### src/include/rob_consts.svh
`ifndef ROB_CONSTS_SVH
`define ROB_CONSTS_SVH

// data and pc width
`define XLEN 32

// architectural registers, x0 hardwired to zero
`define NUM_REGS 32

// reorder entries, one tag per entry
`define ROB_DEPTH 16
`define TAG_W 4

// reservation station entries
`define RS_DEPTH 4

`endif

### src/design/rob_pkg.sv
`default_nettype none

`include "rob_consts.svh"

package rob_pkg;

    typedef logic [`XLEN-1:0] word_t;
    typedef logic [`TAG_W-1:0] tag_t;
    typedef logic [$clog2(`NUM_REGS)-1:0] reg_t;

    typedef enum logic [2:0] {
        OP_ADD = 3'd0,
        OP_SUB = 3'd1,
        OP_XOR = 3'd2,
        OP_MUL = 3'd3,
        OP_BEQ = 3'd4,
        OP_BNE = 3'd5
    } op_e;

    // tag only meaningful while ready is low
    typedef struct packed {
        logic  ready;
        tag_t  tag;
        word_t value;
    } operand_t;

endpackage

`default_nettype wire

### src/design/rob_if.sv
`default_nettype none

// result broadcast, always accepted by its sinks
interface cdb_if import rob_pkg::*; ();
    logic  valid;
    tag_t  tag;
    word_t data;
    logic  taken;
    word_t target;

    modport source (
        output valid, tag, data, taken, target
    );

    modport sink (
        input valid, tag, data, taken, target
    );
endinterface


`default_nettype wire

### src/design/exec_unit.sv
`default_nettype none

module exec_unit import rob_pkg::*; (
    input  logic  clk,
    input  logic  reset,
    input  logic  flush,
    input  logic  issue_valid,
    input  op_e   issue_op,
    input  word_t issue_a,
    input  word_t issue_b,
    input  tag_t  issue_tag,
    input  word_t issue_pc,
    input  word_t issue_imm,
    input  logic  issue_pred,
    output logic  issue_ready,
    cdb_if.source cdb
);

    logic  is_mul;
    logic  fire;
    logic  br_taken;
    word_t alu_result;
    logic  alu_valid;
    tag_t  alu_tag;
    word_t alu_data;
    logic  alu_taken;
    word_t alu_target;
    logic [2:0] mul_valid;
    tag_t  mul_tag  [3];
    word_t mul_data [3];

    assign is_mul = issue_op == OP_MUL;
    // a mul in stage 1 owns the bus next cycle
    assign issue_ready = is_mul || !mul_valid[1];
    assign fire = issue_valid && issue_ready;

    always_comb begin
        br_taken   = 1'b0;
        alu_result = '0;
        case (issue_op)
            OP_ADD: alu_result = issue_a + issue_b;
            OP_SUB: alu_result = issue_a - issue_b;
            OP_XOR: alu_result = issue_a ^ issue_b;
            OP_BEQ, OP_BNE: begin
                br_taken = (issue_op == OP_BEQ) ? (issue_a == issue_b) : (issue_a != issue_b);
                // branch word flags a mispredict, handy in waves
                alu_result = word_t'(br_taken ^ issue_pred);
            end
            default: alu_result = '0;
        endcase
    end

    always_ff @(posedge clk) begin
        if (reset || flush) begin
            alu_valid <= 1'b0;
            mul_valid <= '0;
        end else begin
            alu_valid <= fire && !is_mul;
            mul_valid <= {mul_valid[1:0], fire && is_mul};
        end
    end

    always_ff @(posedge clk) begin
        alu_tag     <= issue_tag;
        alu_data    <= alu_result;
        alu_taken   <= br_taken;
        alu_target  <= issue_pc + issue_imm;
        mul_tag[0]  <= issue_tag;
        mul_data[0] <= issue_a * issue_b;
        for (int s = 1; s < 3; s++) begin
            mul_tag[s]  <= mul_tag[s-1];
            mul_data[s] <= mul_data[s-1];
        end
    end

    assign cdb.valid  = alu_valid || mul_valid[2];
    assign cdb.tag    = mul_valid[2] ? mul_tag[2] : alu_tag;
    assign cdb.data   = mul_valid[2] ? mul_data[2] : alu_data;
    assign cdb.taken  = !mul_valid[2] && alu_taken;
    assign cdb.target = alu_target;

endmodule

`default_nettype wire

### src/flat_wrapper.sv
// flat-port wrapper written by rule: the top's interface ports become plain ports
module exec_unit_flat import rob_pkg::*;
  (clk, reset, flush, issue_valid, issue_op, issue_a, issue_b, issue_tag, issue_pc, issue_imm, issue_pred, issue_ready, cdb_valid, cdb_tag, cdb_data, cdb_taken, cdb_target);
  cdb_if cdb_i ();
  input  logic clk;
  input  logic reset;
  input  logic flush;
  input  logic issue_valid;
  input  op_e issue_op;
  input  word_t issue_a;
  input  word_t issue_b;
  input  tag_t issue_tag;
  input  word_t issue_pc;
  input  word_t issue_imm;
  input  logic issue_pred;
  output logic issue_ready;
  output wire logic [$bits(cdb_i.valid)-1:0] cdb_valid;
  output wire logic [$bits(cdb_i.tag)-1:0] cdb_tag;
  output wire logic [$bits(cdb_i.data)-1:0] cdb_data;
  output wire logic [$bits(cdb_i.taken)-1:0] cdb_taken;
  output wire logic [$bits(cdb_i.target)-1:0] cdb_target;
  assign cdb_valid = cdb_i.valid;
  assign cdb_tag = cdb_i.tag;
  assign cdb_data = cdb_i.data;
  assign cdb_taken = cdb_i.taken;
  assign cdb_target = cdb_i.target;
  exec_unit u_core (.clk(clk), .reset(reset), .flush(flush), .issue_valid(issue_valid), .issue_op(issue_op), .issue_a(issue_a), .issue_b(issue_b), .issue_tag(issue_tag), .issue_pc(issue_pc), .issue_imm(issue_imm), .issue_pred(issue_pred), .issue_ready(issue_ready), .cdb(cdb_i));
endmodule
### config.mk
export PLATFORM = sky130hd
export DESIGN_NAME = exec_unit_flat
export DESIGN_NICKNAME = d
export VERILOG_FILES = /design/src/design/rob_pkg.sv /design/src/design/rob_if.sv /design/src/design/exec_unit.sv /design/src/flat_wrapper.sv
export VERILOG_INCLUDE_DIRS = /design/src /design/src/include
export SDC_FILE = /design/constraint.sdc
export NUM_CORES = 2
export LEC_CHECK = 0
export BUFFER_PORTS_ARGS = -buffer_cell sky130_fd_sc_hd__buf_2
export CAP_MARGIN = 10
export CELL_PAD_IN_SITES_DETAIL_PLACEMENT = 0
export CELL_PAD_IN_SITES_GLOBAL_PLACEMENT = 1
export CORE_AREA = 4 4 255 257
export CTS_CLUSTER_DIAMETER = 80
export CTS_CLUSTER_SIZE = 12
export DETAILED_ROUTE_END_ITERATION = 8
export DIE_AREA = 0 0 259 261
export HOLD_SLACK_MARGIN = 0.05
export PLACE_DENSITY_LB_ADDON = 0.3
export REMOVE_ABC_BUFFERS = 1
export SLEW_MARGIN = 10
export SYNTH_ARGS = -nofsm -noshare
export SYNTH_HDL_FRONTEND = slang
export SYNTH_SLANG_ARGS = --single-unit
### constraint.sdc
create_clock -name clk -period 7.85 [get_ports clk]
set_clock_uncertainty 0.15 [all_clocks]
set_input_delay 0.785 -clock clk [delete_from_list [all_inputs] [get_ports clk]]
set_output_delay 0.785 -clock clk [all_outputs]
set_load 0.01 [all_outputs]
# Yosys cells after proc, flatten, opt, wreduce, memory -nomap -nowiden
# Memory sizes are Yosys's and may differ from the RTL's.
# Index checks and enable logic that the tools add are counted.
[totals]
ram_bits = 108
out_inout_bits = 71
mem_count = 2
register_bits = 73
wordCells = 37
[mem_list]
columns = ["memory", "depth", "width", "rd", "rd_clocked_by_memory_dff", "wr", "line", "text"]
rows = [
  ["u_core.mul_data", 3, 32, 3, 0, 3, "exec_unit.sv:30", "word_t mul_data [3];"],
  ["u_core.mul_tag", 3, 4, 3, 0, 3, "exec_unit.sv:29", "tag_t mul_tag [3];"],
]
[op_classes]
muxes = 4
mul = 1
n_reduce_logical = 12
eq_ne = 7
addsub = 3
n_bitwise = 2
[op_table]
columns = ["cell", "count"]
rows = [
  ["case mux 32 bit (4 select lines)", 1],
  ["adder 32 bit", 2],
  ["== test 32 bit", 1],
  ["multiplier 32 x 32 -> 32 bit", 1],
  ["2-to-1 mux 32 bit", 1],
  ["inequality test 32 bit", 1],
  ["subtractor 32 bit", 1],
  ["bitwise XOR 32 bit", 1],
  ["== test 3 x 2 -> 1 bit (second input constant)", 2],
  ["== test 3 bit (second input constant)", 2],
  ["logical AND 1 bit", 4],
  ["2-to-1 mux 4 bit", 1],
  ["== test 3 x 1 -> 1 bit (second input constant)", 1],
  ["logical NOT 1 bit", 3],
  ["logical NOT 3 bit", 1],
  ["logical OR 1 bit", 3],
  ["OR reduction 2 bit", 1],
  ["2-to-1 mux 1 bit", 1],
  ["bitwise XOR 1 bit", 1],
]

# Depth between registers and ports, before layout
[depth]
depth_word = 4
mapped_depth = 27
depth_no_buf = 26

# Worst setup path after synthesis
# OpenSTA, ideal clock, no wires.
[synth_timing]
kind = "in2reg"
from = "input port issue_a[12]"
to = "memory u_core.mul_data[0][31] (netlist bit)"
path_stages = 26
t_arrival_ns = 7.614
setup_slack_ns = 0.014
path_buffers = 2
setup_ns = 0.072
t_required_ns = 7.628
cell_sequence = "clkbuf_1 clkbuf_1 and2_1 fa_1 fa_1 fa_1 inv_1 fa_1 inv_1 fa_1 inv_1 fa_1 inv_1 fa_1 fa_1 ha_1 a21o_1 a21oi_1 nor3b_1 a31oi_1 a41oi_1 o21ai_0 o41ai_1 o21ai_0 a21oi_1 xnor2_1"
[synth_lines]
columns = ["element", "line", "text"]
rows = [
  ["start, declared", "flat_wrapper.sv:10", "input word_t issue_a;"],
  ["end, declared", "exec_unit.sv:30", ""],
]

==> metrics.cfg <==
[cells_and_area]
drive_above_1_share_pct=13.1
fin_util_pct=44.5
fin_nets=3758
multi_input_area_um2=19100
num-fill-cells=6195
area_growth_pct=11.8
ff_latch_area_um2=3540

[worst_setup_path]
cp.arrival_ns=7.61
cp_max_fo=15
rr_endpoint=u_core.mul_valid[2]
critical_path.startpoint=issue_b[2]
path_class=input port to flip-flop
cp-end-kind=flip-flop
rr_worst_depth=1
required_ns=8.03
r2r_start=u_core.mul_valid[1]
worst_setup_path_start_kind=input port
r2r_slack_ns=7.12

[detailed_routing]
drc=0
vias_per_cell=5.23
ant_nets=0
drt-wirelength-per-cell_um=21.3
dr.pass1.iters=7
wirelength_um=81900
drt-initial-drc-count=1483
vias=20100

[run_status]
status=completed

[floorplanning]
coreArea_um2=62700
placementRows=92
die-width_um=259
ios=211
die_area_um2=67600
die-height_um=261
initial_core_util_pct=39.8

[timing]
final-max-slew-violation-count=0
final-setup-viol-count=0
fin_ws_ns=0.424
tightestPinTransition_ns=0.863
min_period_ns=7.43
slew_headroom_pct=42.5
max_freq_ghz=0.135
hold_violations=0
fin_crit_sh_pct=94.6
rsz0062_at_grt=false

[grt]
gr-total-overflow=0
grt_usage_pct=24.2
grt_max_degree=62
antenna_found_initial=5
grt_pass1_wl_um=126000
grt_pass1_vias=21200

[cts]
cts_hold_buf=0
clockBufferDepth=2
htree_levels=4
clk_latency_ns=0.48
cts.clk_slew.worst_paths_ns=0.08
cts_tree=done
cts_setup_buffers=0
cts_root_buf=clkbuf_16
numCtsBuffers=17
numClockSinks=177
cts_resized=0

[placement]
portBuffers=210
place_ws_ns=-0.0426
gp_congestion=0.913
dp_hpwl_um=68900

[yosys]
async_flop_share_pct=0
yosys-top-cells-area=fa_1 33%, dfxtp_1 14%, ha_1 11%, inv_1 7.1%, and2_1 6.3%
ys_types=75
syn_avg_cell_area_um2=8.90
ys_seq_elements=177
synth_edf_count=0
yosys_warnings=0
synth_cells=2803
synth-seq-area-share_pct=14.2
synth_top_area_cell=fa_1
synth_ff_type=dfxtp_1
syn_area_um2=25000
synth_top_cell_area_share_pct=33.0

[worst_hold_path]
hp-class=flip-flop to flip-flop
hold_start=u_core.mul_data[0][55]
hold_depth=0
holdPathEnd=u_core.mul_data[0][87]

[job]
max_cap_viol_count=0

==> synth_stat cells, drive strengths merged, types with 3 or more instances <==
master	n
o211ai	18
a211oi	20
nand3	37
buf	4
nand4	8
o31ai	6
o21ai	72
mux2i	7
or3	5
nand2b	17
xor2	22
nor3	40
a2111oi	4
o21bai	18
clkbuf	127
a21oi	112
xnor2	97
ha	216
and2	252
a221oi	7
nor2	127
o41ai	7
mux2	38
fa	411
a41oi	4
a2bb2oi	4
or2	5
o22ai	4
dfxtp	177
or4	4
inv	475
nor3b	3
nor4	10
a221o	3
o311ai	4
and3	6
nand2	305
nor2b	15
o21a	15
a21o	36
a31oi	21
a211o	5
==> sequential cells by signal (all words and copies together) (netlist names) <==
register	cells
u_core.alu_data	32
u_core.alu_taken	1
u_core.alu_tag	3
u_core.mul_data	96
u_core.mul_valid	3
u_core.mul_tag	9
u_core.cdb.target	32
u_core.alu_valid	1
==> cells by family after synthesis <==
kind of cell    after synthesis  share of synthesized area, %
xor+xnor                    119                          4.18
flops                       177                          14.2
simple gates                843                          16.5
compound gates              384                          10.1
fa+ha+maj                   627                          43.8
buf+inv                     608                          9.14
mux                          45                          2.00
==> cell type report <==
cell class / count / share of cell area (%)
clock buffers: 17 / 1.52
inverters: 477 / 6.42
clock inverters: 15 / 0.807
well taps: 846 / 3.79
diodes: 2 / 0.0179
flip-flops and latches: 177 / 12.7
multi-input cells: 2018 / 68.6
repair buffers: 300 / 6.19
==> how the worst max path moves through the flow <==
stage          cells past startpoint                endpoint  slack [ns]
4_1_cts                           23  u_core.mul_data[0][31]        0.46
5_1_grt                           25  u_core.mul_data[0][31]        0.06
3_5_place_dp                      23  u_core.mul_data[0][31]       -0.04
6_report                          23  u_core.mul_data[0][31]        0.42
3_3_place_gp                      25  u_core.mul_data[0][31]       -0.03
2_1_floorplan                     24  u_core.mul_data[0][31]        0.42
==> per-layer routing <==
layer | vias up | share of wire [%] | global-route usage, %
met3 | 113 | 6.0 | 3.19
met2 | 719 | 46 | 40.0
met1 | 10100 | 45 | 33.6
met5 | - | 0.033 | 0
li1 | 9183 | - | -
met4 | 4 | 2.9 | 7.14
==> worst max-delay path, stage by stage <==
cell      delay, ns
buf_2          0.12
buf_4          0.19
and2_1         0.20
fa_1           0.53
inv_1          0.05
fa_1           0.52
fa_1           0.46
fa_1           0.55
inv_1          0.04
ha_1           0.27
ha_1           0.29
fa_1           0.51
fa_1           0.43
ha_1           0.22
or4_4          0.56
o211ai_1       0.41
a31oi_1        0.20
a41oi_1        0.29
o21ai_0        0.16
o41ai_1        0.36
o21ai_0        0.17
a21oi_1        0.20
xnor2_1        0.07
==> per-stage QoR <==
| stage | hold slack, ns | setup TNS, ns | cell area [um2] | instances |
|---|---|---|---|---|
| floorplan | 0.160 | 0 | 24500 | 2672 |
| global placement | 0.160 | -0.0324 | 27300 | 3818 |
| detailed placement | 0.162 | -0.134 | 27300 | 3818 |
| CTS | 0.174 | 0 | 27900 | 3850 |
| global route | 0.183 | 0 | 27900 | 3850 |
| finish | 0.170 | 0 | 27900 | 3852 |
==> cell usage in the layout, fill, tap and decap left out, types with 22 or more instances in the layout <==
cell type / netlist / final
xnor2_1: 97 / 97
nand3_1: 37 / 37
xor2_1: 22 / 22
dfxtp_1: 177 / 176
nor2_1: 127 / 127
o21ai_0: 72 / 72
buf_2: 0 / 210
fa_1: 411 / 411
a21oi_1: 111 / 111
mux2_2: 38 / 38
buf_4: 0 / 90
and2_1: 252 / 252
nor3_1: 40 / 40
inv_1: 474 / 474
a21o_1: 34 / 34
ha_1: 216 / 216
nand2_1: 305 / 305
Power is left out: the tool's default activity adds up to more than one toggle a clock period on the data nets, which glitch-free logic cannot reach.
