[src/include/rob_consts.svh]
`ifndef ROB_CONSTS_SVH
`define ROB_CONSTS_SVH

// data and pc width
`define XLEN 32

// architectural registers, x0 hardwired to zero
`define NUM_REGS 32

// reorder entries, one tag per entry
`define ROB_DEPTH 16
`define TAG_W 4

// reservation station entries
`define RS_DEPTH 4

`endif

[src/design/rob_pkg.sv]
`default_nettype none

`include "rob_consts.svh"

package rob_pkg;

    typedef logic [`XLEN-1:0] word_t;
    typedef logic [`TAG_W-1:0] tag_t;
    typedef logic [$clog2(`NUM_REGS)-1:0] reg_t;

    typedef enum logic [2:0] {
        OP_ADD = 3'd0,
        OP_SUB = 3'd1,
        OP_XOR = 3'd2,
        OP_MUL = 3'd3,
        OP_BEQ = 3'd4,
        OP_BNE = 3'd5
    } op_e;

    // tag only meaningful while ready is low
    typedef struct packed {
        logic  ready;
        tag_t  tag;
        word_t value;
    } operand_t;

endpackage

`default_nettype wire

[src/design/rob_if.sv]
`default_nettype none

// result broadcast, always accepted by its sinks
interface cdb_if import rob_pkg::*; ();
    logic  valid;
    tag_t  tag;
    word_t data;
    logic  taken;
    word_t target;

    modport source (
        output valid, tag, data, taken, target
    );

    modport sink (
        input valid, tag, data, taken, target
    );
endinterface

// in-order retirement write
interface commit_if import rob_pkg::*; ();
    logic  valid;
    reg_t  rd;
    tag_t  tag;
    word_t data;

    modport source (
        output valid, rd, tag, data
    );

    modport sink (
        input valid, rd, tag, data
    );
endinterface

`default_nettype wire

[src/design/rename_table.sv]
`default_nettype none

`include "rob_consts.svh"

module rename_table import rob_pkg::*; (
    input  logic     clk,
    input  logic     reset,
    input  logic     flush,
    input  reg_t     rs1,
    input  reg_t     rs2,
    input  reg_t     rd,
    input  logic     alloc,
    input  tag_t     alloc_tag,
    output operand_t src1,
    output operand_t src2,
    cdb_if.sink      cdb,
    commit_if.sink   commit
);

    word_t arch [`NUM_REGS];
    // results already broadcast but not yet retired
    word_t spec [`NUM_REGS];
    tag_t  pend_tag [`NUM_REGS];
    logic [`NUM_REGS-1:0] pending;
    logic [`NUM_REGS-1:0] spec_done;

    // a retiring tag was broadcast earlier, so spec already holds its value
    function automatic operand_t lookup(reg_t r);
        operand_t op;
        op.ready = 1'b1;
        op.tag   = pend_tag[r];
        op.value = arch[r];
        if (r == '0) begin
            op.value = '0;
        end else if (pending[r]) begin
            if (spec_done[r]) begin
                op.value = spec[r];
            end else begin
                op.ready = 1'b0;
            end
        end
        return op;
    endfunction

    assign src1 = lookup(rs1);
    assign src2 = lookup(rs2);

    always_ff @(posedge clk) begin
        if (reset) begin
            pending   <= '0;
            spec_done <= '0;
        end else begin
            for (int i = 0; i < `NUM_REGS; i++) begin
                if (cdb.valid && pending[i] && pend_tag[i] == cdb.tag) begin
                    spec_done[i] <= 1'b1;
                end
            end
            // only the youngest writer clears the flag
            if (commit.valid && pending[commit.rd] && pend_tag[commit.rd] == commit.tag) begin
                pending[commit.rd] <= 1'b0;
            end
            if (alloc) begin
                pending[rd]   <= 1'b1;
                spec_done[rd] <= 1'b0;
            end
            if (flush) begin
                pending   <= '0;
                spec_done <= '0;
            end
        end
    end

    always_ff @(posedge clk) begin
        for (int i = 0; i < `NUM_REGS; i++) begin
            if (cdb.valid && pending[i] && pend_tag[i] == cdb.tag) begin
                spec[i] <= cdb.data;
            end
        end
        if (commit.valid && commit.rd != '0) begin
            arch[commit.rd] <= commit.data;
        end
        if (alloc) begin
            pend_tag[rd] <= alloc_tag;
        end
    end

endmodule

`default_nettype wire

[src/flat_wrapper.sv]
// flat-port wrapper written by rule: the top's interface ports become plain ports
module rename_table_flat import rob_pkg::*;
  (clk, reset, flush, rs1, rs2, rd, alloc, alloc_tag, src1, src2, cdb_valid, cdb_tag, cdb_data, cdb_taken, cdb_target, commit_valid, commit_rd, commit_tag, commit_data);
  cdb_if cdb_i ();
  commit_if commit_i ();
  input  logic clk;
  input  logic reset;
  input  logic flush;
  input  reg_t rs1;
  input  reg_t rs2;
  input  reg_t rd;
  input  logic alloc;
  input  tag_t alloc_tag;
  output operand_t src1;
  output operand_t src2;
  input wire logic [$bits(cdb_i.valid)-1:0] cdb_valid;
  input wire logic [$bits(cdb_i.tag)-1:0] cdb_tag;
  input wire logic [$bits(cdb_i.data)-1:0] cdb_data;
  input wire logic [$bits(cdb_i.taken)-1:0] cdb_taken;
  input wire logic [$bits(cdb_i.target)-1:0] cdb_target;
  input wire logic [$bits(commit_i.valid)-1:0] commit_valid;
  input wire logic [$bits(commit_i.rd)-1:0] commit_rd;
  input wire logic [$bits(commit_i.tag)-1:0] commit_tag;
  input wire logic [$bits(commit_i.data)-1:0] commit_data;
  assign cdb_i.valid = cdb_valid;
  assign cdb_i.tag = cdb_tag;
  assign cdb_i.data = cdb_data;
  assign cdb_i.taken = cdb_taken;
  assign cdb_i.target = cdb_target;
  assign commit_i.valid = commit_valid;
  assign commit_i.rd = commit_rd;
  assign commit_i.tag = commit_tag;
  assign commit_i.data = commit_data;
  rename_table u_core (.clk(clk), .reset(reset), .flush(flush), .rs1(rs1), .rs2(rs2), .rd(rd), .alloc(alloc), .alloc_tag(alloc_tag), .src1(src1), .src2(src2), .cdb(cdb_i), .commit(commit_i));
endmodule
[config.mk]
export PLATFORM = sky130hd
export DESIGN_NAME = rename_table_flat
export DESIGN_NICKNAME = d
export VERILOG_FILES = /design/src/design/rob_pkg.sv /design/src/design/rob_if.sv /design/src/design/rename_table.sv /design/src/flat_wrapper.sv
export VERILOG_INCLUDE_DIRS = /design/src /design/src/include
export SDC_FILE = /design/constraint.sdc
export NUM_CORES = 2
export LEC_CHECK = 0
export BUFFER_PORTS_ARGS = -buffer_cell sky130_fd_sc_hd__buf_2
export CAP_MARGIN = 15
export CORE_MARGIN = 4
export CORE_UTILIZATION = 51
export CTS_BUF_LIST = sky130_fd_sc_hd__clkbuf_16
export DETAILED_ROUTE_END_ITERATION = 6
export PLACE_DENSITY = 0.73
export SLEW_MARGIN = 15
export SYNTH_ARGS = -nofsm -noshare
export SYNTH_HDL_FRONTEND = slang
export SYNTH_SLANG_ARGS = --single-unit
[constraint.sdc]
create_clock -name clk -period 8 [get_ports clk]
set_input_delay 0.8 -clock clk [delete_from_list [all_inputs] [get_ports clk]]
set_output_delay 0.8 -clock clk [all_outputs]
set_load 0.005 [all_outputs]
# Word-level counts from Yosys, hierarchy flattened
# Memory sizes are Yosys's and may differ from the RTL's.
# Cells that the tools add are included.
# word_totals
regBits	64
ramBits	2176
input_bits	135
out_inout_bits	74
elab_cells	284
n_memories	3
# op_classes
magnitude_cmp	6
n_eq_ne	33
muxes	162
n_bitwise	5
n_reduce_logical	73
# mem_list
memory	depth	width	read_ports	rd_clocked_by_memory_dff	write_ports	line	rtl
u_core.arch	32	32	2	0	1	rename_table.sv:20	word_t arch [`NUM_REGS];
u_core.spec	32	32	2	0	32	rename_table.sv:22	word_t spec [`NUM_REGS];
u_core.pend_tag	32	4	35	0	1	rename_table.sv:23	tag_t pend_tag [`NUM_REGS];
# op_table
operator	count
2-to-1 mux 32 bit	10
2-to-1 mux 1 bit	145
== test 4 bit	33
logical AND 1 bit	69
bitwise AND 32 bit	2
NOT 32 bit	2
OR 32 bit	1
binary-select mux 1 bit (select 5 bit)	5
< comparator 5 x 6 -> 1 bit (second input constant)	4
demux 1 bit (select 5 bit)	2
>= comparator 5 x 1 -> 1 bit (second input constant)	2
zero test 5 bit	2
nonzero test 5 bit	1
OR reduction 2 bit	1

# Depth between registers and ports, before layout
# logic_depth
ltp_word	10
ltp_mapped	10
mapped_depth_nobuf	7

# Worst setup path after synthesis
# No wires, ideal clock.
# synth_timing
kind	input -> register
from	input cdb_tag[1]
to	memory u_core.spec[12][0] in the netlist's numbering (enable)
setup_ns	0.505
arrival_time_ns	5.100
required_ns	7.495
slack_ns	2.395
stages	5
path_buffers	2
path_cell_list	clkbuf_1 > clkbuf_1 > xnor2_1 > nand3_1 > nor4_1
# synth_rtl
item	line	rtl
start, declared	flat_wrapper.sv:17	input wire logic [$bits(cdb_i.tag)-1:0] cdb_tag;
end, declared	rename_table.sv:22	

==> summary.md <==
| Metric | Value |
|---|---|
| Met3 Use GR | `7.22%` |
| Register area share after synthesis | `63.0%` |
| Tcrit/Tclk final | `76.2%` |
| Internal reg-to-reg setup slack | `4.72 ns` |
| Worst Hold Class | `in2reg` |
| Total CTS buffers | `226` |
| Setup_tns | `0 ns` |
| Die height | `463 µm` |
| Vias/cell | `7.48` |
| Largest family of logic cells by synthesized area | `multiplexers` |
| Max-cap viol count | `0` |
| Period minus WS final | `6.10 ns` |
| Worst hold slack | `0.411 ns` |
| Critical path required time | `7.20 ns` |
| Total core area | `0.205 mm²` |
| Fillers | `14.5k` |
| CTS H-tree depth | `4` |
| CTS Buffer Depth | `3` |
| Die area | `0.215 mm²` |
| Clock Tree Root | `clkbuf_16` |
| Fmax | `164 MHz` |
| CP startpoint kind | `primary input` |
| PostCTS Resize Cnt | `0` |
| Met2 GRT Util | `46.3%` |
| Synth warnings | `0` |
| Grt total ovfl | `0` |
| FF-to-FF path depth | `7` |
| Adder-cell share of the synthesized area | `0%` |
| Drt first pass iters | `6` |
| Final Slew Violations | `0` |
| Residual DRC count | `0` |
| Routed WL | `331000 µm` |
| GR peak layer | `met2` |
| Antenna violations before repair | `45` |
| Ys flop type | `edfxtp_1` |
| Worst Path Max Fanout | `96` |
| I/O pins | `209` |
| Setup repair after global routing missed its margin | `no` |
| Area grow syn2layout | `11.4%` |
| Leakage | `0.0374 µW` |
| Worst R2R Start | `u_core.pend_tag[2][3]` |
| Total track usage | `30.7%` |
| Critical path class | `in2out` |
| Power Density | `220 mW/mm²` |
| Netlist cell types | `48` |
| Critical Path Max Stage Delay | `0.87 ns` |
| Signal arrival time at the worst endpoint | `5.30 ns` |
| Post-synthesis compound-gate area fraction | `1.25%` |
| Mapped Area | `0.106 mm²` |
| Critical Path End Type | `output pin` |
| Final setup fails | `0` |
| CTS clk-pin slew, worst paths | `0.06 ns` |
| Post-synth ARST share | `0%` |
| CTS Hold Buffers Added | `0` |
| Pin count of the biggest net entering global routing | `119` |
| Peak VDD IR | `0.244 mV` |
| First-pass GRT wire length | `461000 µm` |
| Max-slew headroom | `17.0%` |
| HP Start | `cdb_data[13]` |
| Port-buffer cells | `175` |
| DR vias | `59.4k` |
| Initial Util | `51.5%` |
| Post-placement cell area | `0.110 mm²` |
| Fin nets | `5171` |
| Post-synthesis cell count | `4872` |
| Grt met1 use | `42.1%` |
| Fin. Hold Viols | `0` |
| Layout Skew | `0.0558 ns` |
| Post-synthesis simple-gate area fraction | `1.60%` |
| CP endpoint | `src2[8]` |
| Proportion of synthesized area in mux cells | `31.8%` |
| Outcome | `complete, no violations` |
| Die W | `463 µm` |
| Synth Area in XOR/XNOR | `0.746%` |
| Hpwl dp | `183000 µm` |
| Syn_area_per_cell | `21.7 µm²` |
| Final instance area | `0.118 mm²` |
| Proportion of layout cells with a drive suffix above 1 | `40.7%` |
| CTS sink cnt | `2240` |
| Post-synth EDFFs | `2176` |
| Average wire per standard cell | `41.6 µm` |
| Rows | `166` |
| Vias in the first global route | `59.6k` |
| Worst R2R End | `u_core.pending[1]` |
| #FFs+latches synth | `2240` |
| CP Cell Sequence | `buf_8 -> mux4_2 -> mux4_2 -> mux2i_1 -> nand2b_4 -> buf_4 -> mux2i_1 -> o22ai_1 -> buf_2` |
| First DRT Iteration DRCs | `10.6k` |
| Crit path launch | `rs2[1]` |
| Worst-margin pin slew | `1.25 ns` |
| Slowest CP cell | `nand2b_4` |
| Clk_lat worst skew | `0.88 ns` |
| Post-route ant nets | `0` |
| CTS tree | `built` |
| Placer Congestion | `0.894` |
| Post-CTS Setup Bufs | `0` |
## cell usage after synthesis (4+ instances only)
master,number,area [µm²]
a21oi_1,27,135
a21oi_2,8,70.1
a22oi_1,20,150
and3_1,4,25.0
buf_1,124,465
buf_2,43,215
buf_4,4,30.0
clkbuf_1,222,833
dfxtp_1,64,1280
edfxtp_1,2176,65300
inv_1,16,60.1
mux2i_1,178,1780
mux4_2,1416,31900
nand2_1,48,180
nand3_1,24,120
nand3b_1,9,67.6
nand4b_1,5,43.8
nor2_1,130,488
nor3_1,45,225
nor4_1,27,169
o2111ai_1,12,105
o21ai_0,32,160
o221ai_1,12,105
o22ai_1,89,557
or3b_2,4,35.0
or4b_1,4,40.0
or4bb_1,6,67.6
xnor2_1,20,175
xor2_1,70,613
## cell type report
| cell class | count | area [µm²] | share of cell area, % |
|---|---|---|---|
| Clock buffer | 227 | 5680 | 4.82 |
| Clock inverter | 197 | 1850 | 1.57 |
| Tap cell | 2688 | 3360 | 2.86 |
| Antenna cell | 19 | 47.5 | 0.0404 |
| Timing Repair Buffer | 299 | 2100 | 1.78 |
| Multi-Input combinational cell | 2251 | 38000 | 32.3 |
| Inverter | 18 | 67.6 | 0.0574 |
| Sequential cell | 2240 | 66600 | 56.6 |
## state kept, by name, summed over array words and instances, names as in the netlist
| name | count |
|---|---|
| u_core.arch | 1024 |
| u_core.pend_tag | 128 |
| u_core.pending | 32 |
| u_core.spec | 1024 |
| u_core.spec_done | 32 |
## metrics by stage
step	worst slack (ns)	instances	total power, µW	util, %
detailed placement	1.98	7496	15400	53.6
finish	1.90	7939	25900	57.3
floorplan	2.40	4903	14600	-
CTS	1.94	7920	26000	57.3
global placement	2.00	7496	15300	53.6
global route	1.79	7934	26600	57.3
## cells by family after synthesis
kind of cell,Yosys count
compound gates,205
xor+xnor,90
buf+inv,412
flops,2240
mux,1594
other cells,1
simple gates,330
## where the power goes
group / total [µW] / internal, µW / leakage (µW) / switching (µW)
combinational: 2140 / 930 / 0.0135 / 1210
clock: 10800 / 6150 / 0.00385 / 4600
sequential: 13000 / 13000 / 0.0201 / 42.5
## worst min-delay path by stage
stage,end,cells after the start
floorplan,u_core.spec_done[10],2
global placement,u_core.spec_done[0],2
detailed placement,u_core.spec_done[6],2
CTS,u_core.spec[15][11],1
global route,u_core.spec[6][13],1
finish,u_core.spec[7][13],1
## cells in the final DEF, fill, tap and decap left out, types with 5 or more instances in the layout
cell type	count
edfxtp_1	2176
mux4_2	1416
clkbuf_16	227
mux2i_1	178
buf_2	166
buf_4	108
nor2_1	100
o22ai_1	89
xor2_1	70
dfxtp_1	64
clkinv_1	57
inv_1	56
nand2_1	48
clkinv_2	45
nor3_1	33
o21ai_0	32
conb_1	32
bufinv_16	31
nor2_4	30
a21oi_1	27
nand3_1	24
xnor2_1	20
a22oi_1	20
diode_2	19
nor4_2	19
buf_12	17
nor3_2	13
o221ai_1	12
o2111ai_1	12
nand3b_1	9
nor4_1	8
a21oi_2	8
buf_8	8
inv_6	7
or4bb_1	6
nand4b_1	5
clkinvlp_4	5
## critical path: cells and delay by family
kind / cells / cell delay, ns
buffers and inverters: 3 / 1.40
AND/OR/NAND/NOR: 1 / 0.87
AO/OA/AOI/OAI: 1 / 0.20
multiplexers: 4 / 1.85
## metal layers
layer	share of wire (%)	routed length [µm]
met2	47	154000
met1	35	115000
met3	13	41400
met5	0.030	98
met4	6.0	19800
Note: power is estimated with default switching activity, not from simulation.
