--- src/include/rob_consts.svh ---
`ifndef ROB_CONSTS_SVH
`define ROB_CONSTS_SVH

// data and pc width
`define XLEN 32

// architectural registers, x0 hardwired to zero
`define NUM_REGS 32

// reorder entries, one tag per entry
`define ROB_DEPTH 16
`define TAG_W 4

// reservation station entries
`define RS_DEPTH 4

`endif

--- src/design/rob_pkg.sv ---
`default_nettype none

`include "rob_consts.svh"

package rob_pkg;

    typedef logic [`XLEN-1:0] word_t;
    typedef logic [`TAG_W-1:0] tag_t;
    typedef logic [$clog2(`NUM_REGS)-1:0] reg_t;

    typedef enum logic [2:0] {
        OP_ADD = 3'd0,
        OP_SUB = 3'd1,
        OP_XOR = 3'd2,
        OP_MUL = 3'd3,
        OP_BEQ = 3'd4,
        OP_BNE = 3'd5
    } op_e;

    // tag only meaningful while ready is low
    typedef struct packed {
        logic  ready;
        tag_t  tag;
        word_t value;
    } operand_t;

endpackage

`default_nettype wire

--- src/design/rob_if.sv ---
`default_nettype none

// result broadcast, always accepted by its sinks
interface cdb_if import rob_pkg::*; ();
    logic  valid;
    tag_t  tag;
    word_t data;
    logic  taken;
    word_t target;

    modport source (
        output valid, tag, data, taken, target
    );

    modport sink (
        input valid, tag, data, taken, target
    );
endinterface


`default_nettype wire

--- src/design/reservation_station.sv ---
`default_nettype none

`include "rob_consts.svh"

module reservation_station import rob_pkg::*; (
    input  logic     clk,
    input  logic     reset,
    input  logic     flush,
    input  logic     in_valid,
    input  op_e      in_op,
    input  operand_t src1,
    input  operand_t src2,
    input  tag_t     in_tag,
    input  word_t    in_pc,
    input  word_t    in_imm,
    input  logic     in_pred_taken,
    output logic     full,
    cdb_if.sink      cdb,
    output logic     issue_valid,
    output op_e      issue_op,
    output word_t    issue_a,
    output word_t    issue_b,
    output tag_t     issue_tag,
    output word_t    issue_pc,
    output word_t    issue_imm,
    output logic     issue_pred,
    input  logic     issue_ready
);

    localparam int IDX_W = $clog2(`RS_DEPTH);

    logic [`RS_DEPTH-1:0] valid;
    // older[i][j] set when entry j was allocated before entry i
    logic [`RS_DEPTH-1:0] older [`RS_DEPTH];
    logic [`RS_DEPTH-1:0] ready;
    logic [`RS_DEPTH-1:0] e_pred;
    op_e      e_op  [`RS_DEPTH];
    operand_t e_a   [`RS_DEPTH];
    operand_t e_b   [`RS_DEPTH];
    tag_t     e_tag [`RS_DEPTH];
    word_t    e_pc  [`RS_DEPTH];
    word_t    e_imm [`RS_DEPTH];
    logic [IDX_W-1:0] free_idx;
    logic [IDX_W-1:0] sel_idx;
    logic fire;

    function automatic operand_t capture(operand_t op);
        operand_t res;
        res = op;
        if (!op.ready && cdb.valid && cdb.tag == op.tag) begin
            res.ready = 1'b1;
            res.value = cdb.data;
        end
        return res;
    endfunction

    always_comb begin
        free_idx = '0;
        sel_idx  = '0;
        for (int i = 0; i < `RS_DEPTH; i++) begin
            ready[i] = valid[i] && e_a[i].ready && e_b[i].ready;
        end
        for (int i = `RS_DEPTH - 1; i >= 0; i--) begin
            if (!valid[i]) free_idx = IDX_W'(i);
        end
        // oldest ready entry has no older ready entry
        for (int i = 0; i < `RS_DEPTH; i++) begin
            if (ready[i] && !(|(older[i] & ready))) sel_idx = IDX_W'(i);
        end
    end

    assign full        = &valid;
    assign issue_valid = |ready;
    assign fire        = issue_valid && issue_ready;

    assign issue_op   = e_op[sel_idx];
    assign issue_a    = e_a[sel_idx].value;
    assign issue_b    = e_b[sel_idx].value;
    assign issue_tag  = e_tag[sel_idx];
    assign issue_pc   = e_pc[sel_idx];
    assign issue_imm  = e_imm[sel_idx];
    assign issue_pred = e_pred[sel_idx];

    always_ff @(posedge clk) begin
        if (reset || flush) begin
            valid <= '0;
            for (int i = 0; i < `RS_DEPTH; i++) begin
                older[i] <= '0;
            end
        end else begin
            if (fire) valid[sel_idx] <= 1'b0;
            if (in_valid) begin
                valid[free_idx] <= 1'b1;
                older[free_idx] <= valid;
                for (int j = 0; j < `RS_DEPTH; j++) begin
                    if (j != int'(free_idx)) older[j][free_idx] <= 1'b0;
                end
            end
        end
    end

    always_ff @(posedge clk) begin
        for (int i = 0; i < `RS_DEPTH; i++) begin
            e_a[i] <= capture(e_a[i]);
            e_b[i] <= capture(e_b[i]);
        end
        if (in_valid) begin
            e_op[free_idx]   <= in_op;
            e_a[free_idx]    <= capture(src1);
            e_b[free_idx]    <= capture(src2);
            e_tag[free_idx]  <= in_tag;
            e_pc[free_idx]   <= in_pc;
            e_imm[free_idx]  <= in_imm;
            e_pred[free_idx] <= in_pred_taken;
        end
    end

endmodule

`default_nettype wire

--- src/flat_wrapper.sv ---
// flat-port wrapper written by rule: the top's interface ports become plain ports
module reservation_station_flat import rob_pkg::*;
  (clk, reset, flush, in_valid, in_op, src1, src2, in_tag, in_pc, in_imm, in_pred_taken, full, issue_valid, issue_op, issue_a, issue_b, issue_tag, issue_pc, issue_imm, issue_pred, issue_ready, cdb_valid, cdb_tag, cdb_data, cdb_taken, cdb_target);
  cdb_if cdb_i ();
  input  logic clk;
  input  logic reset;
  input  logic flush;
  input  logic in_valid;
  input  op_e in_op;
  input  operand_t src1;
  input  operand_t src2;
  input  tag_t in_tag;
  input  word_t in_pc;
  input  word_t in_imm;
  input  logic in_pred_taken;
  output logic full;
  output logic issue_valid;
  output op_e issue_op;
  output word_t issue_a;
  output word_t issue_b;
  output tag_t issue_tag;
  output word_t issue_pc;
  output word_t issue_imm;
  output logic issue_pred;
  input  logic issue_ready;
  input wire logic [$bits(cdb_i.valid)-1:0] cdb_valid;
  input wire logic [$bits(cdb_i.tag)-1:0] cdb_tag;
  input wire logic [$bits(cdb_i.data)-1:0] cdb_data;
  input wire logic [$bits(cdb_i.taken)-1:0] cdb_taken;
  input wire logic [$bits(cdb_i.target)-1:0] cdb_target;
  assign cdb_i.valid = cdb_valid;
  assign cdb_i.tag = cdb_tag;
  assign cdb_i.data = cdb_data;
  assign cdb_i.taken = cdb_taken;
  assign cdb_i.target = cdb_target;
  reservation_station u_core (.clk(clk), .reset(reset), .flush(flush), .in_valid(in_valid), .in_op(in_op), .src1(src1), .src2(src2), .in_tag(in_tag), .in_pc(in_pc), .in_imm(in_imm), .in_pred_taken(in_pred_taken), .full(full), .cdb(cdb_i), .issue_valid(issue_valid), .issue_op(issue_op), .issue_a(issue_a), .issue_b(issue_b), .issue_tag(issue_tag), .issue_pc(issue_pc), .issue_imm(issue_imm), .issue_pred(issue_pred), .issue_ready(issue_ready));
endmodule
--- config.mk ---
export PLATFORM = sky130hd
export DESIGN_NAME = reservation_station_flat
export DESIGN_NICKNAME = d
export VERILOG_FILES = /design/src/design/rob_pkg.sv /design/src/design/rob_if.sv /design/src/design/reservation_station.sv /design/src/flat_wrapper.sv
export VERILOG_INCLUDE_DIRS = /design/src /design/src/include
export SDC_FILE = /design/constraint.sdc
export NUM_CORES = 1
export LEC_CHECK = 0
export ABC_AREA = 1
export BUFFER_PORTS_ARGS = -buffer_cell sky130_fd_sc_hd__clkbuf_2
export CORE_UTILIZATION = 25
export DETAILED_ROUTE_END_ITERATION = 8
export PLACE_DENSITY = 0.42
export SLEW_MARGIN = 20
export SYNTH_ARGS = -nofsm -noshare
export SYNTH_HDL_FRONTEND = slang
export SYNTH_SLANG_ARGS = --single-unit
--- constraint.sdc ---
create_clock -name clk -period 5.5 [get_ports clk]
set_clock_uncertainty 0.05 [all_clocks]
set_input_delay 0.55 -clock clk [delete_from_list [all_inputs] [get_ports clk]]
set_output_delay 0.55 -clock clk [all_outputs]
set_load 0.05 [all_outputs]
======== After elaboration in Yosys (flattened, before gate mapping) ========
Memories as Yosys holds them, arrays and structs flattened.
Index checks and enable logic that the tools add are counted.
cells by class
  order comparisons ....................... 4
  equal/unequal tests ..................... 13
  muxes and demuxes ....................... 79
  bitwise logic cells ..................... 22
  reductions and logical operators ........ 54
operators by type and width
  operator                                                           count
  2-to-1 mux 32 bit                                                  12
  2-to-1 mux 1 bit                                                   50
  equality test 4 bit                                                10
  logical AND 1 bit                                                  34
  2-to-1 mux 4 bit                                                   7
  AND 4 bit                                                          4
  bitwise OR 1 bit                                                   16
  OR reduction 4 bit                                                 4
  logical NOT 1 bit                                                  13
  2-to-1 mux 2 bit                                                   6
  < comparator 2 x 3 -> 1 bit, second input constant                 2
  bitwise mux 4 bit                                                  1
  demux 1 bit (select 2 bit)                                         2
  greater-or-equal comparator 2 x 1 -> 1 bit, second input constant  2
  != test 2 bit, first input constant                                2
  NOT 4 bit                                                          1
  bitwise OR 4 bit                                                   1
  AND reduction 4 bit                                                1
  binary-select mux 1 bit (select 2 bit)                             1
  != test 1 x 2 -> 1 bit, first input constant                       1
  nonzero test 2 bit                                                 1
  logical OR 1 bit                                                   1
storage, ports and cells
  register bits after elaboration ......... 8
  memory bits (writable) .................. 596
  bits of input ports ..................... 221
  logic and storage cells ................. 181
  memories kept ........................... 7
memory list
  memory        depth  bits a word  rd ports  clocked after memory_dff  wr ports  line                       text
  u_core.e_a    4      37           5         0                         5         reservation_station.sv:38  operand_t e_a [`RS_DEPTH];
  u_core.e_b    4      37           5         0                         5         reservation_station.sv:39  operand_t e_b [`RS_DEPTH];
  u_core.e_imm  4      32           1         0                         1         reservation_station.sv:42  word_t e_imm [`RS_DEPTH];
  u_core.e_pc   4      32           1         0                         1         reservation_station.sv:41  word_t e_pc [`RS_DEPTH];
  u_core.e_tag  4      4            1         0                         1         reservation_station.sv:40  tag_t e_tag [`RS_DEPTH];
  u_core.older  4      4            3         0                         5         reservation_station.sv:34  logic [`RS_DEPTH-1:0] older [`RS_DEPTH];
  +1 memories   -      -            -         -                         -         -

======== Depth between registers and ports, before layout ========
An unclocked memory read counts as a cell.
  depth after elaboration ................. 20
  mapped depth ............................ 11
  depth with buffers taken out ............ 10

======== Worst setup path before layout ========
Ideal clock, no wire load.
  kind .................................... in2reg
  start ................................... input in_valid
  end ..................................... memory u_core.e_a[2][32] (netlist name) (enable)
  setup time .............................. 476 ps
  data arrival time ....................... 3186 ps
  setup slack ............................. 1788 ps
  stages on the path ...................... 3
  buffers on the path ..................... 1
  path through ............................ nand2_1 -> nor2_1 -> clkbuf_1
RTL lines
  item         line                       text
  from (decl)  flat_wrapper.sv:8          input logic in_valid;
  to (decl)    reservation_station.sv:38

======== Worst setup path after layout ========
  start ................................... register u_core.valid[2]
  end ..................................... output issue_pc[1]
on the way
  word-level cells in the longest chain between the ends .. 10
  elaborated cells between the ends (all ways) .. 18
  those cells by class .................... mux (3); bitwise (3); reduce/logical (11); memory (1)
ends and longest elaborated chain
  item                               line                       text
  from (decl)                        reservation_station.sv:32  logic [`RS_DEPTH-1:0] valid;
  from (signal assigned)             reservation_station.sv:86  valid <= '0;
  from (signal, indexed assignment)  reservation_station.sv:91  if (fire) valid[sel_idx] <= 1'b0;
  from (signal, indexed assignment)  reservation_station.sv:93  valid[free_idx] <= 1'b1;
  logical AND 1 bit * (2 in series)  reservation_station.sv:61  ready[i] = valid[i] && e_a[i].ready && e_b[i].ready;
  AND 4 bit                          reservation_station.sv:68  if (ready[i] && !(|(older[i] & ready))) sel_idx = IDX_W'(i);
  OR reduction 4 bit                 reservation_station.sv:68
  logical NOT 1 bit                  reservation_station.sv:68
  logical AND 1 bit                  reservation_station.sv:68
  2-to-1 mux 1 bit                   reservation_station.sv:68
  2-to-1 mux 2 bit                   reservation_station.sv:68
  2-to-1 mux 2 bit *                 reservation_station.sv:68
  memory (4 x 32 bit) *              -
  to (decl)                          flat_wrapper.sv:22         output word_t issue_pc;
Every way passes the cells marked *; elsewhere a longest branch is shown, timed or not.

==> load_flow_metrics.sql <==
INSERT INTO impl_metrics (metric_group, metric, value, unit) VALUES
('finish', 'sequential_cell_area', '17900', 'sq um'),
('sta', 'timing.final.crit_share', '80.6', '%'),
('synthesis', 'ys_top_cells_by_area', 'sky130_fd_sc_hd__edfxtp_1 64%, sky130_fd_sc_hd__nand3_1 13%, sky130_fd_sc_hd__nand2_1 6.9%', ''),
('sta', 'rsz0062_at_grt', 'no', ''),
('pwr', 'static_leak', '13.3', 'nW'),
('synthesis', 'yosys_warning_total', '0', ''),
('finish', 'layout.nets', '3180', ''),
('synthesis', 'portion_of_the_post_synthesis_area_used_by_sequential_elements', '65.0', '%'),
('synthesis', 'post_synth_instance_area', '27500', 'sq um'),
('pwr', 'power.net_switching', '2.81', 'mW'),
('global_routing', 'highest_utilization_routing_layer_at_the_global_route_stage', 'met2', ''),
('sta', 'hold_violations', '0', ''),
('hold_path', 'worstHoldStart', 'in_tag[0]', ''),
('clock_network', 'clock-root-buffer', 'sky130_fd_sc_hd__clkbuf_16', ''),
('pwr', 'irDropWorstVdd', '0.000210', 'V'),
('synthesis', 'postSynthRegisterBits', '600', ''),
('global_routing', 'grt_pass1_vias', '20700', ''),
('hold_path', 'timing.hold.worst.class', 'primary input to flip-flop', ''),
('clock_network', 'clock_insertion_delay_worst_skew', '0.65', 'ns'),
('finish', 'multi_input_comb_area', '7940', 'sq um'),
('sta', 'period_needed', '4.43', 'ns'),
('synthesis', 'synth.distinct_cells', '32', ''),
('floorplan', 'die_area', '111000', 'sq um'),
('finish', 'fraction_of_final_layout_cells_with_drive_strength_greater_than_1', '17.4', '%'),
('routing', 'drt_iter0_drc', '1421', ''),
('sta', 'final.setup.tns', '0', 'ns'),
('clock_network', 'cts-hold-fix-buffers', '0', ''),
('run', 'drv.max_cap_violation_count', '0', ''),
('routing', 'drt-total-wl', '97700', 'um'),
('routing', 'drc', '0', ''),
('finish', 'area_growth', '19.6', '%'),
('synthesis', 'share_of_async_settable_or_async_resettable_flops_after_synthesis', '0', '%'),
('clock_network', 'cts_sinks', '600', ''),
('synthesis', 'synthesis.instances', '2691', ''),
('finish', 'layout.filler_cells', '11400', ''),
('clock_network', 'post-cts-setup-buffer-count', '0', ''),
('synthesis', 'number_of_flops_mapped_to_enable_cells_by_yosys', '588', ''),
('synthesis', 'synth_ff_type', 'sky130_fd_sc_hd__edfxtp_1', ''),
('global_routing', 'globalRoute.totalOverflow', '0', ''),
('placement', 'buffer_ports.inserted', '325', ''),
('setup_path', 'critical_path.startpoint', 'u_core.valid[2]', ''),
('clock_network', 'post_cts_resize_count', '0', ''),
('floorplan', 'rows', '121', ''),
('pwr', 'internal_power', '8.23', 'mW'),
('floorplan', 'die_y', '334', 'um'),
('setup_path', 'worst_ep_arrival_time', '3.83', 'ns'),
('setup_path', 'timing.critical_path.to_type', 'output pin', ''),
('setup_path', 'r2r_start', 'u_core.valid[2]', ''),
('placement', 'pre_cts_slack', '1.63', 'ns'),
('placement', 'gp_congestion', '0.758', ''),
('global_routing', 'met3_usage', '3.29', '%'),
('synthesis', 'syn_avg_cell_area', '10.2', 'sq um'),
('pwr', 'power.switching_fraction', '25.4', '%'),
('global_routing', 'grt_start_max_net_pins', '183', ''),
('floorplan', 'design.portCount', '359', ''),
('global_routing', 'met2_track_utilization_from_global_routing', '29.8', '%'),
('routing', 'routedWlPerCell', '22.0', 'um'),
('sta', 'achievable-frequency', '226', 'MHz'),
('global_routing', 'grt_pass1_wl', '141000', 'um'),
('setup_path', 'path_class', 'flip-flop to output pin', ''),
('placement', 'post-dp-hpwl', '53100', 'um'),
('floorplan', 'design.core.area', '109000', 'sq um'),
('sta', 'postLayoutSetupSlackWorst', '1.07', 'ns'),
('sta', 'slew-limit-headroom', '24.0', '%'),
('status', 'result_of_the_run', 'complete, no violations', ''),
('pwr', 'p_seq_share', '47.5', '%'),
('clock_network', 'cts_inserted_buffers', '75', ''),
('floorplan', 'initial_utilization', '25.3', '%'),
('pwr', 'power_frac_clock', '43.4', '%'),
('finish', 'layout.cells.most_common', 'sky130_fd_sc_hd__nand3_1', ''),
('routing', 'drt_pre_antenna_iters', '7', '');
cells in the mapped netlist, drive strengths merged, types with 4 or more instances:
cell type	n
nand4	7
xor2	5
inv	266
a211oi	6
nand2	506
nand3	746
edfxtp	588
xnor2	4
o22ai	8
buf	115
clkbuf	57
a21oi	10
dfxtp	12
o21ai	287
nor2	63
cells by family (layout without fill, tap and decap cells):
group / count (synthesis) / count (layout) / synth area share, %
compound gates: 315 / 315 / 5.88
xor+xnor: 9 / 9 / 0.286
buf+inv: 439 / 763 / 6.70
flops: 600 / 600 / 65.0
other cells: 1 / 6 / 0.0136
simple gates: 1327 / 1327 / 22.1
state kept, by name, summed over array words and instances, names as in the netlist:
register and cells:
u_core.e_a 148, u_core.e_b 148, u_core.e_imm 128, u_core.e_op 12, u_core.e_pc 128, u_core.e_pred 4
u_core.e_tag 16, u_core.older 12, u_core.valid 4
layout make-up:
| class | instances | area share [%] |
|---|---|---|
| Tap cell | 1414 | 5.37 |
| Clock inverter | 44 | 1.14 |
| Multi-Input combinational cell | 1654 | 24.1 |
| Inverter | 267 | 3.06 |
| Timing Repair Buffer | 361 | 5.98 |
| Clock buffer | 91 | 6.01 |
| Sequential cell | 600 | 54.3 |
| Antenna cell | 3 | 0.0228 |
power by group through the flow:
stage,logic (mW),registers (mW),clock network (mW)
after global routing,1.09,5.25,5.10
after global placement,1.02,5.33,0
after CTS,1.02,5.24,4.93
after floorplan,0.624,5.33,0
final,1.01,5.24,4.79
after detailed placement,1.02,5.34,0
worst paths after layout:
check / end / slack (ns) / cells past startpoint
setup / recovery: issue_pc[1] / 1.07 / 10
hold / removal: u_core.e_tag[3][0] / 0.08 / 1
hold reg to reg: u_core.valid[0] / 0.48 / 2
setup reg to reg: u_core.e_a[0][14] / 2.37 / 8
critical path, stage by stage, from the launching register on:
cell                       delay [ns]
sky130_fd_sc_hd__dfxtp_1         0.49
sky130_fd_sc_hd__nand3_2         0.17
sky130_fd_sc_hd__nor2_1          0.15
sky130_fd_sc_hd__nor2_2          0.09
sky130_fd_sc_hd__nand2_4         0.42
sky130_fd_sc_hd__nand2_1         0.25
sky130_fd_sc_hd__nand2_8         0.59
sky130_fd_sc_hd__buf_12          0.40
sky130_fd_sc_hd__o21ai_0         0.13
sky130_fd_sc_hd__nand3_1         0.11
sky130_fd_sc_hd__clkbuf_2        0.31
layer usage:
layer  part of all wire [%]  vias to the layer above
met1                     42                    10100
met4                    2.1                       10
met5                  0.067                        -
li1                       -                    10000
met3                    6.4                      156
met2                     49                      681
through the flow:
stage          cells  utilization, %  power, mW  cell area (sq um)  hold WS (ns)
2_1_floorplan   2693               -       5.95              27500         0.428
3_3_place_gp    4296            28.1       6.36              30600         0.465
3_5_place_dp    4296            28.1       6.36              30600         0.474
4_1_cts         4431            30.2       11.2              32900        0.0129
5_1_grt         4432            30.2       11.4              32900        0.0322
6_report        4434            30.2       11.0              33000        0.0771
Note: power is estimated with default switching activity, not from simulation.
